`src/hw/exec_pkg.sv`:
```
package exec_pkg;

    // rename tag widths shared by the whole stage
    localparam int ROB_ADDR_WIDTH = 5;
    localparam int ARCH_REG_BITS  = 5;

    // multiplier latency in registered stages
    localparam int MUL_STAGES = 4;

    typedef logic [31:0]               word_t;
    typedef logic [ROB_ADDR_WIDTH-1:0] rob_idx_t;
    typedef logic [ARCH_REG_BITS-1:0]  arch_reg_t;

    // integer ALU operations, register and immediate forms
    typedef enum logic [3:0] {
        ADD,
        SUB,
        SLL,
        SLT,
        SLTU,
        XOR,
        SRL,
        SRA,
        OR,
        AND
    } alu_op_t;

    // RV32M multiply variants
    typedef enum logic [1:0] {
        MUL,
        MULH,
        MULHSU,
        MULHU
    } mul_op_t;

    // conditional branches and the two jumps
    typedef enum logic [2:0] {
        BEQ,
        BNE,
        BLT,
        BGE,
        BLTU,
        BGEU,
        JAL,
        JALR
    } br_op_t;

endpackage : exec_pkg

```
`src/hw/exec_top.sv`:
```
`timescale 1ns/1ps

module exec_top
    import exec_pkg::*;
#(
    parameter int PHYS_REG_BITS = 6
)
(
    input  logic                     clk,
    input  logic                     rst,
    input  logic                     start_alu, start_mul, start_br,
    input  word_t                    rs1_v, rs2_v, imm, pc,
    input  logic                     use_imm,
    input  alu_op_t                  alu_op,
    input  mul_op_t                  mul_op,
    input  br_op_t                   br_op,
    input  rob_idx_t                 rob_idx,
    input  logic [PHYS_REG_BITS-1:0] pd,
    input  arch_reg_t                rd,
    input  logic                     flush,
    output logic                     cdb_valid,
    output rob_idx_t                 cdb_rob_idx,
    output logic [PHYS_REG_BITS-1:0] cdb_pd,
    output arch_reg_t                cdb_rd,
    output word_t                    cdb_rd_v,
    output logic                     cdb_pc_select,
    output word_t                    cdb_pc_branch,
    output logic                     busy_alu,
    output logic                     busy_br
);

    // latched work, one set per unit
    logic                     alu_valid, mul_valid, br_valid;
    word_t                    alu_rs1_v, alu_rs2_v, alu_imm;
    logic                     alu_use_imm;
    alu_op_t                  alu_op_q;
    word_t                    mul_rs1_v, mul_rs2_v;
    mul_op_t                  mul_op_q;
    word_t                    br_rs1_v, br_rs2_v, br_imm, br_pc;
    br_op_t                   br_op_q;
    rob_idx_t                 alu_rob_idx, mul_rob_idx, br_rob_idx;
    logic [PHYS_REG_BITS-1:0] alu_pd, mul_pd, br_pd;
    arch_reg_t                alu_rd, mul_rd, br_rd;

    issue_stage #(
        .PHYS_REG_BITS (PHYS_REG_BITS)
    ) u_issue (.*);

    execute #(
        .PHYS_REG_BITS (PHYS_REG_BITS)
    ) u_execute (.*);

endmodule : exec_top

```
`src/hw/execute.sv`:
```
`timescale 1ns/1ps

module execute
    import exec_pkg::*;
#(
    parameter int PHYS_REG_BITS = 6
)
(
    input  logic                     clk,
    input  logic                     rst,
    input  logic                     flush,
    input  logic                     alu_valid, mul_valid, br_valid,
    input  word_t                    alu_rs1_v, alu_rs2_v, alu_imm,
    input  logic                     alu_use_imm,
    input  alu_op_t                  alu_op_q,
    input  word_t                    mul_rs1_v, mul_rs2_v,
    input  mul_op_t                  mul_op_q,
    input  word_t                    br_rs1_v, br_rs2_v, br_imm, br_pc,
    input  br_op_t                   br_op_q,
    input  rob_idx_t                 alu_rob_idx, mul_rob_idx, br_rob_idx,
    input  logic [PHYS_REG_BITS-1:0] alu_pd, mul_pd, br_pd,
    input  arch_reg_t                alu_rd, mul_rd, br_rd,
    output logic                     cdb_valid,
    output rob_idx_t                 cdb_rob_idx,
    output logic [PHYS_REG_BITS-1:0] cdb_pd,
    output arch_reg_t                cdb_rd,
    output word_t                    cdb_rd_v,
    output logic                     cdb_pc_select,
    output word_t                    cdb_pc_branch,
    output logic                     busy_alu,
    output logic                     busy_br
);

    word_t                    alu_rd_v;
    word_t                    br_rd_v;
    logic                     br_pc_select;
    word_t                    br_pc_branch;
    logic                     mul_res_valid;
    word_t                    mul_res_rd_v;
    rob_idx_t                 mul_res_rob_idx;
    logic [PHYS_REG_BITS-1:0] mul_res_pd;
    arch_reg_t                mul_res_rd;
    logic [MUL_STAGES-2:0]    mul_track;

    fu_alu u_alu (
        .rs1_v   (alu_rs1_v),
        .rs2_v   (alu_rs2_v),
        .imm     (alu_imm),
        .use_imm (alu_use_imm),
        .op      (alu_op_q),
        .rd_v    (alu_rd_v)
    );

    fu_mult #(
        .PHYS_REG_BITS (PHYS_REG_BITS)
    ) u_mult (
        .clk         (clk),
        .rst         (rst),
        .flush       (flush),
        .in_valid    (mul_valid),
        .rs1_v       (mul_rs1_v),
        .rs2_v       (mul_rs2_v),
        .op          (mul_op_q),
        .rob_idx     (mul_rob_idx),
        .pd          (mul_pd),
        .rd          (mul_rd),
        .out_valid   (mul_res_valid),
        .out_rd_v    (mul_res_rd_v),
        .out_rob_idx (mul_res_rob_idx),
        .out_pd      (mul_res_pd),
        .out_rd      (mul_res_rd)
    );

    fu_branch u_branch (
        .rs1_v     (br_rs1_v),
        .rs2_v     (br_rs2_v),
        .imm       (br_imm),
        .pc        (br_pc),
        .op        (br_op_q),
        .rd_v      (br_rd_v),
        .pc_select (br_pc_select),
        .pc_branch (br_pc_branch)
    );

    // shadow of the mul valids up to the stage before the result
    always_ff @(posedge clk) begin
        if (rst || flush) begin
            mul_track <= '0;
        end else begin
            mul_track <= {mul_track[MUL_STAGES-3:0], mul_valid};
        end
    end

    // a start now would land on the CDB together with the mul result
    assign busy_alu = mul_track[MUL_STAGES-2];
    assign busy_br  = busy_alu;

    // CDB merge: mul first, then branch, then ALU
    always_comb begin
        cdb_valid     = alu_valid;
        cdb_rob_idx   = alu_rob_idx;
        cdb_pd        = alu_pd;
        cdb_rd        = alu_rd;
        cdb_rd_v      = alu_rd_v;
        cdb_pc_select = 1'b0;
        cdb_pc_branch = '0;
        if (mul_res_valid) begin
            cdb_valid   = 1'b1;
            cdb_rob_idx = mul_res_rob_idx;
            cdb_pd      = mul_res_pd;
            cdb_rd      = mul_res_rd;
            cdb_rd_v    = mul_res_rd_v;
        end else if (br_valid) begin
            cdb_valid     = 1'b1;
            cdb_rob_idx   = br_rob_idx;
            cdb_pd        = br_pd;
            cdb_rd        = br_rd;
            cdb_rd_v      = br_rd_v;
            cdb_pc_select = br_pc_select;
            cdb_pc_branch = br_pc_branch;
        end
        // nothing reaches the ROB in a flush cycle
        if (flush) begin
            cdb_valid     = 1'b0;
            cdb_rob_idx   = '0;
            cdb_pd        = '0;
            cdb_rd        = '0;
            cdb_rd_v      = '0;
            cdb_pc_select = 1'b0;
            cdb_pc_branch = '0;
        end
    end

endmodule : execute

```
`src/hw/fu_alu.sv`:
```
`timescale 1ns/1ps

module fu_alu
    import exec_pkg::*;
(
    input  word_t   rs1_v,
    input  word_t   rs2_v,
    input  word_t   imm,
    input  logic    use_imm,
    input  alu_op_t op,
    output word_t   rd_v
);

    word_t      opnd_b;
    logic [4:0] shamt;

    // immediate form replaces rs2
    assign opnd_b = use_imm ? imm : rs2_v;

    // only the low 5 bits count for shifts
    assign shamt = opnd_b[4:0];

    always_comb begin
        case (op)
            ADD: begin
                rd_v = rs1_v + opnd_b;
            end
            SUB: begin
                rd_v = rs1_v - opnd_b;
            end
            SLL: begin
                rd_v = rs1_v << shamt;
            end
            SLT: begin
                rd_v = {31'b0, $signed(rs1_v) < $signed(opnd_b)};
            end
            SLTU: begin
                rd_v = {31'b0, rs1_v < opnd_b};
            end
            XOR: begin
                rd_v = rs1_v ^ opnd_b;
            end
            SRL: begin
                rd_v = rs1_v >> shamt;
            end
            SRA: begin
                rd_v = $signed(rs1_v) >>> shamt;
            end
            OR: begin
                rd_v = rs1_v | opnd_b;
            end
            AND: begin
                rd_v = rs1_v & opnd_b;
            end
            default: begin
                rd_v = '0;
            end
        endcase
    end

endmodule : fu_alu

```
`src/hw/fu_branch.sv`:
```
`timescale 1ns/1ps

module fu_branch
    import exec_pkg::*;
(
    input  word_t  rs1_v,
    input  word_t  rs2_v,
    input  word_t  imm,
    input  word_t  pc,
    input  br_op_t op,
    output word_t  rd_v,
    output logic   pc_select,
    output word_t  pc_branch
);

    logic  cond_true;
    logic  is_jump;
    word_t target_sum;

    // condition for the six compare forms
    always_comb begin
        case (op)
            BEQ: begin
                cond_true = (rs1_v == rs2_v);
            end
            BNE: begin
                cond_true = (rs1_v != rs2_v);
            end
            BLT: begin
                cond_true = ($signed(rs1_v) < $signed(rs2_v));
            end
            BGE: begin
                cond_true = ($signed(rs1_v) >= $signed(rs2_v));
            end
            BLTU: begin
                cond_true = (rs1_v < rs2_v);
            end
            BGEU: begin
                cond_true = (rs1_v >= rs2_v);
            end
            default: begin
                cond_true = 1'b0;
            end
        endcase
    end

    assign is_jump = (op == JAL) || (op == JALR);

    // jalr is register relative, everything else pc relative
    assign target_sum = ((op == JALR) ? rs1_v : pc) + imm;
    assign pc_branch  = (op == JALR) ? {target_sum[31:1], 1'b0} : target_sum;

    assign pc_select = cond_true || is_jump;

    // link value only for jumps
    assign rd_v = is_jump ? pc + 32'd4 : '0;

endmodule : fu_branch

```
`src/hw/fu_mult.sv`:
```
`timescale 1ns/1ps

module fu_mult
    import exec_pkg::*;
#(
    parameter int PHYS_REG_BITS = 6
)
(
    input  logic                     clk,
    input  logic                     rst,
    input  logic                     flush,
    input  logic                     in_valid,
    input  word_t                    rs1_v,
    input  word_t                    rs2_v,
    input  mul_op_t                  op,
    input  rob_idx_t                 rob_idx,
    input  logic [PHYS_REG_BITS-1:0] pd,
    input  arch_reg_t                rd,
    output logic                     out_valid,
    output word_t                    out_rd_v,
    output rob_idx_t                 out_rob_idx,
    output logic [PHYS_REG_BITS-1:0] out_pd,
    output arch_reg_t                out_rd
);

    logic [MUL_STAGES-1:0]    vld;
    rob_idx_t                 rob_q [MUL_STAGES];
    logic [PHYS_REG_BITS-1:0] pd_q  [MUL_STAGES];
    arch_reg_t                rd_q  [MUL_STAGES];
    mul_op_t                  op_q  [MUL_STAGES-1];

    logic                     a_signed;
    logic                     b_signed;
    logic signed [32:0]       s1_a;
    logic signed [32:0]       s1_b;
    logic signed [50:0]       s2_pp_lo;
    logic signed [48:0]       s2_pp_hi;
    logic signed [65:0]       s3_prod;
    word_t                    s4_res;

    // 33rd bit: sign for signed operands, zero for unsigned ones
    assign a_signed = (op == MULH) || (op == MULHSU);
    assign b_signed = (op == MULH);

    // valid bits and tags move one stage per clock
    always_ff @(posedge clk) begin
        if (rst) begin
            vld <= '0;
            for (int i = 0; i < MUL_STAGES; i++) begin
                rob_q[i] <= '0;
                pd_q[i]  <= '0;
                rd_q[i]  <= '0;
            end
        end else begin
            vld      <= flush ? '0 : {vld[MUL_STAGES-2:0], in_valid};
            rob_q[0] <= rob_idx;
            pd_q[0]  <= pd;
            rd_q[0]  <= rd;
            for (int i = 1; i < MUL_STAGES; i++) begin
                rob_q[i] <= rob_q[i-1];
                pd_q[i]  <= pd_q[i-1];
                rd_q[i]  <= rd_q[i-1];
            end
        end
    end

    // datapath: extend, two partial products, sum, pick half
    always_ff @(posedge clk) begin
        op_q[0] <= op;
        for (int i = 1; i < MUL_STAGES - 1; i++) begin
            op_q[i] <= op_q[i-1];
        end
        s1_a     <= {a_signed & rs1_v[31], rs1_v};
        s1_b     <= {b_signed & rs2_v[31], rs2_v};
        // low 17 bits of b are always positive
        s2_pp_lo <= s1_a * $signed({1'b0, s1_b[16:0]});
        s2_pp_hi <= s1_a * $signed(s1_b[32:17]);
        s3_prod  <= s2_pp_lo + (s2_pp_hi <<< 17);
        s4_res   <= (op_q[MUL_STAGES-2] == MUL) ? s3_prod[31:0] : s3_prod[63:32];
    end

    assign out_valid   = vld[MUL_STAGES-1];
    assign out_rd_v    = s4_res;
    assign out_rob_idx = rob_q[MUL_STAGES-1];
    assign out_pd      = pd_q[MUL_STAGES-1];
    assign out_rd      = rd_q[MUL_STAGES-1];

endmodule : fu_mult

```
`src/hw/issue_stage.sv`:
```
`timescale 1ns/1ps

module issue_stage
    import exec_pkg::*;
#(
    parameter int PHYS_REG_BITS = 6
)
(
    input  logic                     clk,
    input  logic                     rst,
    input  logic                     flush,
    input  logic                     start_alu, start_mul, start_br,
    input  word_t                    rs1_v, rs2_v, imm, pc,
    input  logic                     use_imm,
    input  alu_op_t                  alu_op,
    input  mul_op_t                  mul_op,
    input  br_op_t                   br_op,
    input  rob_idx_t                 rob_idx,
    input  logic [PHYS_REG_BITS-1:0] pd,
    input  arch_reg_t                rd,
    output logic                     alu_valid, mul_valid, br_valid,
    output word_t                    alu_rs1_v, alu_rs2_v, alu_imm,
    output logic                     alu_use_imm,
    output alu_op_t                  alu_op_q,
    output word_t                    mul_rs1_v, mul_rs2_v,
    output mul_op_t                  mul_op_q,
    output word_t                    br_rs1_v, br_rs2_v, br_imm, br_pc,
    output br_op_t                   br_op_q,
    output rob_idx_t                 alu_rob_idx, mul_rob_idx, br_rob_idx,
    output logic [PHYS_REG_BITS-1:0] alu_pd, mul_pd, br_pd,
    output arch_reg_t                alu_rd, mul_rd, br_rd
);

    // valids live for exactly one cycle; a start seen with flush is dropped
    always_ff @(posedge clk) begin
        if (rst) begin
            alu_valid <= 1'b0;
            mul_valid <= 1'b0;
            br_valid  <= 1'b0;
        end else begin
            alu_valid <= start_alu && !flush;
            mul_valid <= start_mul && !flush;
            br_valid  <= start_br && !flush;
        end
    end

    // rename tags per unit
    always_ff @(posedge clk) begin
        if (rst) begin
            alu_rob_idx <= '0;
            alu_pd      <= '0;
            alu_rd      <= '0;
            mul_rob_idx <= '0;
            mul_pd      <= '0;
            mul_rd      <= '0;
            br_rob_idx  <= '0;
            br_pd       <= '0;
            br_rd       <= '0;
        end else begin
            if (start_alu) begin
                alu_rob_idx <= rob_idx;
                alu_pd      <= pd;
                alu_rd      <= rd;
            end
            if (start_mul) begin
                mul_rob_idx <= rob_idx;
                mul_pd      <= pd;
                mul_rd      <= rd;
            end
            if (start_br) begin
                br_rob_idx <= rob_idx;
                br_pd      <= pd;
                br_rd      <= rd;
            end
        end
    end

    // operands and op, loaded only on a start
    always_ff @(posedge clk) begin
        if (start_alu) begin
            alu_rs1_v   <= rs1_v;
            alu_rs2_v   <= rs2_v;
            alu_imm     <= imm;
            alu_use_imm <= use_imm;
            alu_op_q    <= alu_op;
        end
        if (start_mul) begin
            mul_rs1_v <= rs1_v;
            mul_rs2_v <= rs2_v;
            mul_op_q  <= mul_op;
        end
        if (start_br) begin
            br_rs1_v <= rs1_v;
            br_rs2_v <= rs2_v;
            br_imm   <= imm;
            br_pc    <= pc;
            br_op_q  <= br_op;
        end
    end

endmodule : issue_stage

```
`config.mk`:
```
export PLATFORM = sky130hd
export DESIGN_NAME = exec_top
export DESIGN_NICKNAME = d
export VERILOG_FILES = /design/src/hw/exec_pkg.sv /design/src/hw/exec_top.sv /design/src/hw/execute.sv /design/src/hw/fu_alu.sv /design/src/hw/fu_branch.sv /design/src/hw/fu_mult.sv /design/src/hw/issue_stage.sv
export SDC_FILE = /design/constraint.sdc
export NUM_CORES = 2
export LEC_CHECK = 0
export BUFFER_PORTS_ARGS = -buffer_cell sky130_fd_sc_hd__buf_2
export CAP_MARGIN = 25
export CORE_ASPECT_RATIO = 1.25
export CORE_MARGIN = 2
export CORE_UTILIZATION = 50
export DETAILED_ROUTE_END_ITERATION = 6
export PLACE_DENSITY = 0.68
export SYNTH_ARGS = -nofsm -noshare
export SYNTH_HDL_FRONTEND = slang
export SYNTH_SLANG_ARGS = --single-unit
```
`constraint.sdc`:
```
create_clock -name clk -period 6 [get_ports clk]
set_input_delay 1.2 -clock clk [delete_from_list [all_inputs] [get_ports clk]]
set_output_delay 1.2 -clock clk [all_outputs]
set_load 0.005 [all_outputs]
```
==> out/results.tsv <==
stage	metric	value	unit
global_route	antenna_found_initial	20	
yosys	synthFlopType	dfxtp_1	
global_route	gr-total-overflow	0	
layout	stdcell_area	84900	µm²
detailed_routing	drt_iter0_drc	4536	
detailed_routing	wl_per_cell	24.1	µm
cts	cts_made_buffers	69	
worst_hold_path	holdPathEnd	u_execute.u_mult.s1_a[16]	
timing	period_share	108	%
cts	clock-sinks	683	
yosys	ys_types	92	
global_route	grt_pass1_vias	60562	
critical_path	worstReg2RegStart	u_execute.u_mult.s1_b[23]	
layout	utilization	60.3	%
cts	cts_root_buffer	clkbuf_16	
yosys	synth-async-reset-ratio	0	%
global_route	grt_pass1_wl	368000	µm
detailed_routing	via_count	57383	
yosys	synthTopCellsByArea	fa_1 29%, edfxtp_1 13%, dfxtp_1 11%, ha_1 7.8%, inv_1 7.1%	
critical_path	cp_data_arrival_time	7110	ps
yosys	synth-edff-count	298	
yosys	synth_cells	7545	
timing	fmax	154	MHz
timing	rsz0062_at_grt	true	
detailed_routing	drc	59	
timing	fin_skew	69.2	ps
timing	drv_slew	0	
layout	nets	9872	
placement	port_buffers	243	
global_route	track_usage	34.0	%
outcome	violations	DRC, setup timing	
floorplan	die_y	425	µm
layout	drive_gt1_share	19.5	%
critical_path	start_kind	register	
worst_hold_path	min_path_type	reg2reg	
critical_path	slowest_stage	fa_2	
yosys	synth_area	70800	µm²
placement	placed_area	79100	µm²
detailed_routing	ant_nets	0	
cts	clk_latency	700	ps
yosys	yosysWarnings	0	
timing	worst_pin_slew	1080	ps
yosys	yosysTopAreaCell	fa_1	
timing	finalSetupViolations	45	
cts	clock_path_buffers	3	
cts	htreeDepth	3	
job	maxCapViolations	0	
critical_path	worst_path_largest_cell_delay	550	ps
placement	dp_hpwl	198000	µm
critical_path	cp_common_cell	fa_1	
timing	hold_violations	0	
floorplan	dieArea	145000	µm²
layout	area_delta_synth_final	19.8	%
critical_path	path_max_fanout	7	
detailed_routing	first_pass_iters	7	
worst_hold_path	whs_path_depth	0	
detailed_routing	via_per_inst	5.64	
floorplan	num_rows	154	
placement	gp_congestion	1.05	
timing	maxSlewHeadroom	28.2	%
cts	tritoncts	built	
critical_path	cp-end-kind	register	
floorplan	die_w	341	µm
yosys	synth_top_area_share	29.0	%
floorplan	initial_utilization	50.3	%
critical_path	reg2reg_setup_slack	-490	ps
timing	min_period	6490	ps
cts	clk_pin_slew_worst_paths	70	ps
yosys	synth.avg_cell_area	9.39	µm²
global_route	grt_max_degree	114	
floorplan	io_pins	244	
yosys	synth_nets	9173	
layout	fillerInstances	11944	
yosys	seq_area_frac_synth	23.5	%
floorplan	fp.coreArea	141000	µm²
detailed_routing	drt_wl_total	245000	µm
worst_hold_path	hold_start	u_issue.mul_rs1_v[16]	
timing	setup_slack	-492	ps
outcome	status	complete, but fails checks	
yosys	ys_ff_latch	683	
critical_path	r2r_cells	26	
critical_path	critPathRequiredTime	6620	ps
critical_path	r2r-end	u_execute.u_mult.s2_pp_hi[44]	
critical_path	worstSetupPathType	reg2reg	
==> what timing repair did <==
action	CTS	global route
hold buffers	0	0
endpoints found under the setup margin	78	80
resized for setup	343	240
pin swaps	204	156
buffers inserted	67	49
cloned	6	0
==> layout make-up <==
type	count	area, µm²	share of cell area [%]
Antenna cell	4	10.0	0.0118
Tap cell	1872	2340	2.76
Timing Repair Buffer	1002	8530	10.0
Clock inverter	32	364	0.429
Sequential cell	683	16700	19.7
Multi-Input combinational cell	5134	50000	58.9
Inverter	1354	5080	5.99
Clock buffer	93	1850	2.18
==> metal layers <==
| layer | GRT usage, % | vias up | part of all wire, % |
|---|---|---|---|
| met5 | 0 | - | 0.042 |
| met4 | 23.7 | 14 | 8.6 |
| met3 | 5.17 | 844 | 5.9 |
| met2 | 58.6 | 2215 | 49 |
| met1 | 38.8 | 28936 | 36 |
| li1 | - | 25374 | - |
==> flip-flops by register name (all words and copies together) (netlist names), 20 cells and up <==
name,flops
u_execute.u_mult.s3_prod,64
u_execute.u_mult.s2_pp_lo,51
u_execute.u_mult.s2_pp_hi,47
u_execute.u_mult.s1_a,33
u_execute.u_mult.s1_b,33
u_execute.u_mult.out_rd_v,32
u_issue.alu_imm,32
u_issue.alu_rs1_v,32
u_issue.alu_rs2_v,32
u_issue.br_imm,32
u_issue.br_pc,32
u_issue.br_rs1_v,32
u_issue.br_rs2_v,32
u_issue.mul_rs1_v,32
u_issue.mul_rs2_v,32
u_execute.u_mult.pd_q,24
u_execute.u_mult.rd_q,20
u_execute.u_mult.rob_q,20
==> stage by stage <==
step | TNS (ps) | setup slack, ps | cells | hold slack, ps
floorplan | -288 | -100 | 7545 | 310
global route | -18940 | -672 | 10173 | 328
detailed placement | -17060 | -748 | 9933 | 314
CTS | -8890 | -423 | 10124 | 317
global placement | -13260 | -608 | 9933 | 312
finish | -9710 | -492 | 10174 | 315
==> cell families after synthesis <==
logic type	after synthesis	share of synthesized area [%]
compound gates	1089	10.1
xor+xnor	209	2.58
fa+ha+maj	1468	36.8
buf+inv	1728	9.21
flops	683	23.5
mux	257	3.81
simple gates	2111	14.0
==> cells in the mapped netlist (11+ instances only) <==
cell,n
a211oi_1,47
o22ai_1,17
a211o_1,12
nor2_1,370
nor2b_1,96
mux2i_1,190
o21ai_0,201
mux2_2,63
o2111ai_1,16
dfxtp_1,385
or3_1,15
xor2_1,65
edfxtp_1,298
ha_1,442
o211ai_1,40
a21oi_1,317
o21bai_1,31
nand3_1,80
a221oi_1,28
a221o_1,17
o221ai_1,24
nand4_1,36
and3_1,40
and2_1,425
o31ai_1,20
nand2b_1,42
a22oi_1,20
buf_2,21
clkbuf_1,328
inv_1,1349
and4_1,12
a31oi_1,42
xnor2_1,144
o21a_1,33
or2_2,11
buf_1,22
nor3_1,43
nand2_1,910
fa_1,1026
a21o_1,126
==> critical path: cells and delay by family, from the launching register on <==
| kind | cells | cell delay (ps) |
|---|---|---|
| buffers and inverters | 7 | 610 |
| AO/OA/AOI/OAI | 5 | 890 |
| adder cells (fa/ha/maj) | 7 | 3230 |
| AND/OR/NAND/NOR | 7 | 1330 |
| flip-flops | 1 | 340 |
==> worst max path at each step <==
stage | startpoint | to | slack, ps | cells after the start
floorplan | u_execute.u_mult.s1_a[9] | u_execute.u_mult.s2_pp_lo[49] | -100 | 23
global placement | u_execute.u_mult.s1_a[15] | u_execute.u_mult.s2_pp_hi[45] | -610 | 24
detailed placement | u_execute.u_mult.s1_a[15] | u_execute.u_mult.s2_pp_lo[44] | -750 | 23
CTS | u_execute.u_mult.s1_b[8] | u_execute.u_mult.s2_pp_lo[49] | -420 | 24
global route | u_execute.u_mult.s1_a[4] | u_execute.u_mult.s2_pp_hi[44] | -670 | 26
finish | u_execute.u_mult.s1_b[23] | u_execute.u_mult.s2_pp_hi[44] | -490 | 26
==> placed cells by master, fill, tap and decap left out, drive strengths merged, types with 22 or more instances in the layout <==
cell type  count
o31ai         22
o211ai        40
xnor2        144
nand4         36
nand2        910
a211oi        51
nor3          44
mux2          63
o221ai        24
a221oi        28
mux2i        191
o21ai        204
and3          40
and2         425
dfxtp        385
ha           442
nor2         370
edfxtp       298
nand3         80
inv         1358
nand2b        42
a21o         126
clkinv        22
o21a          33
fa          1026
nor2b         96
a21oi        318
buf         1001
xor2          65
a31oi         42
clkbuf        93
o21bai        31
Power is not shown: default switching activity piles up to over one toggle a cycle in this logic, so the estimate is an artifact.
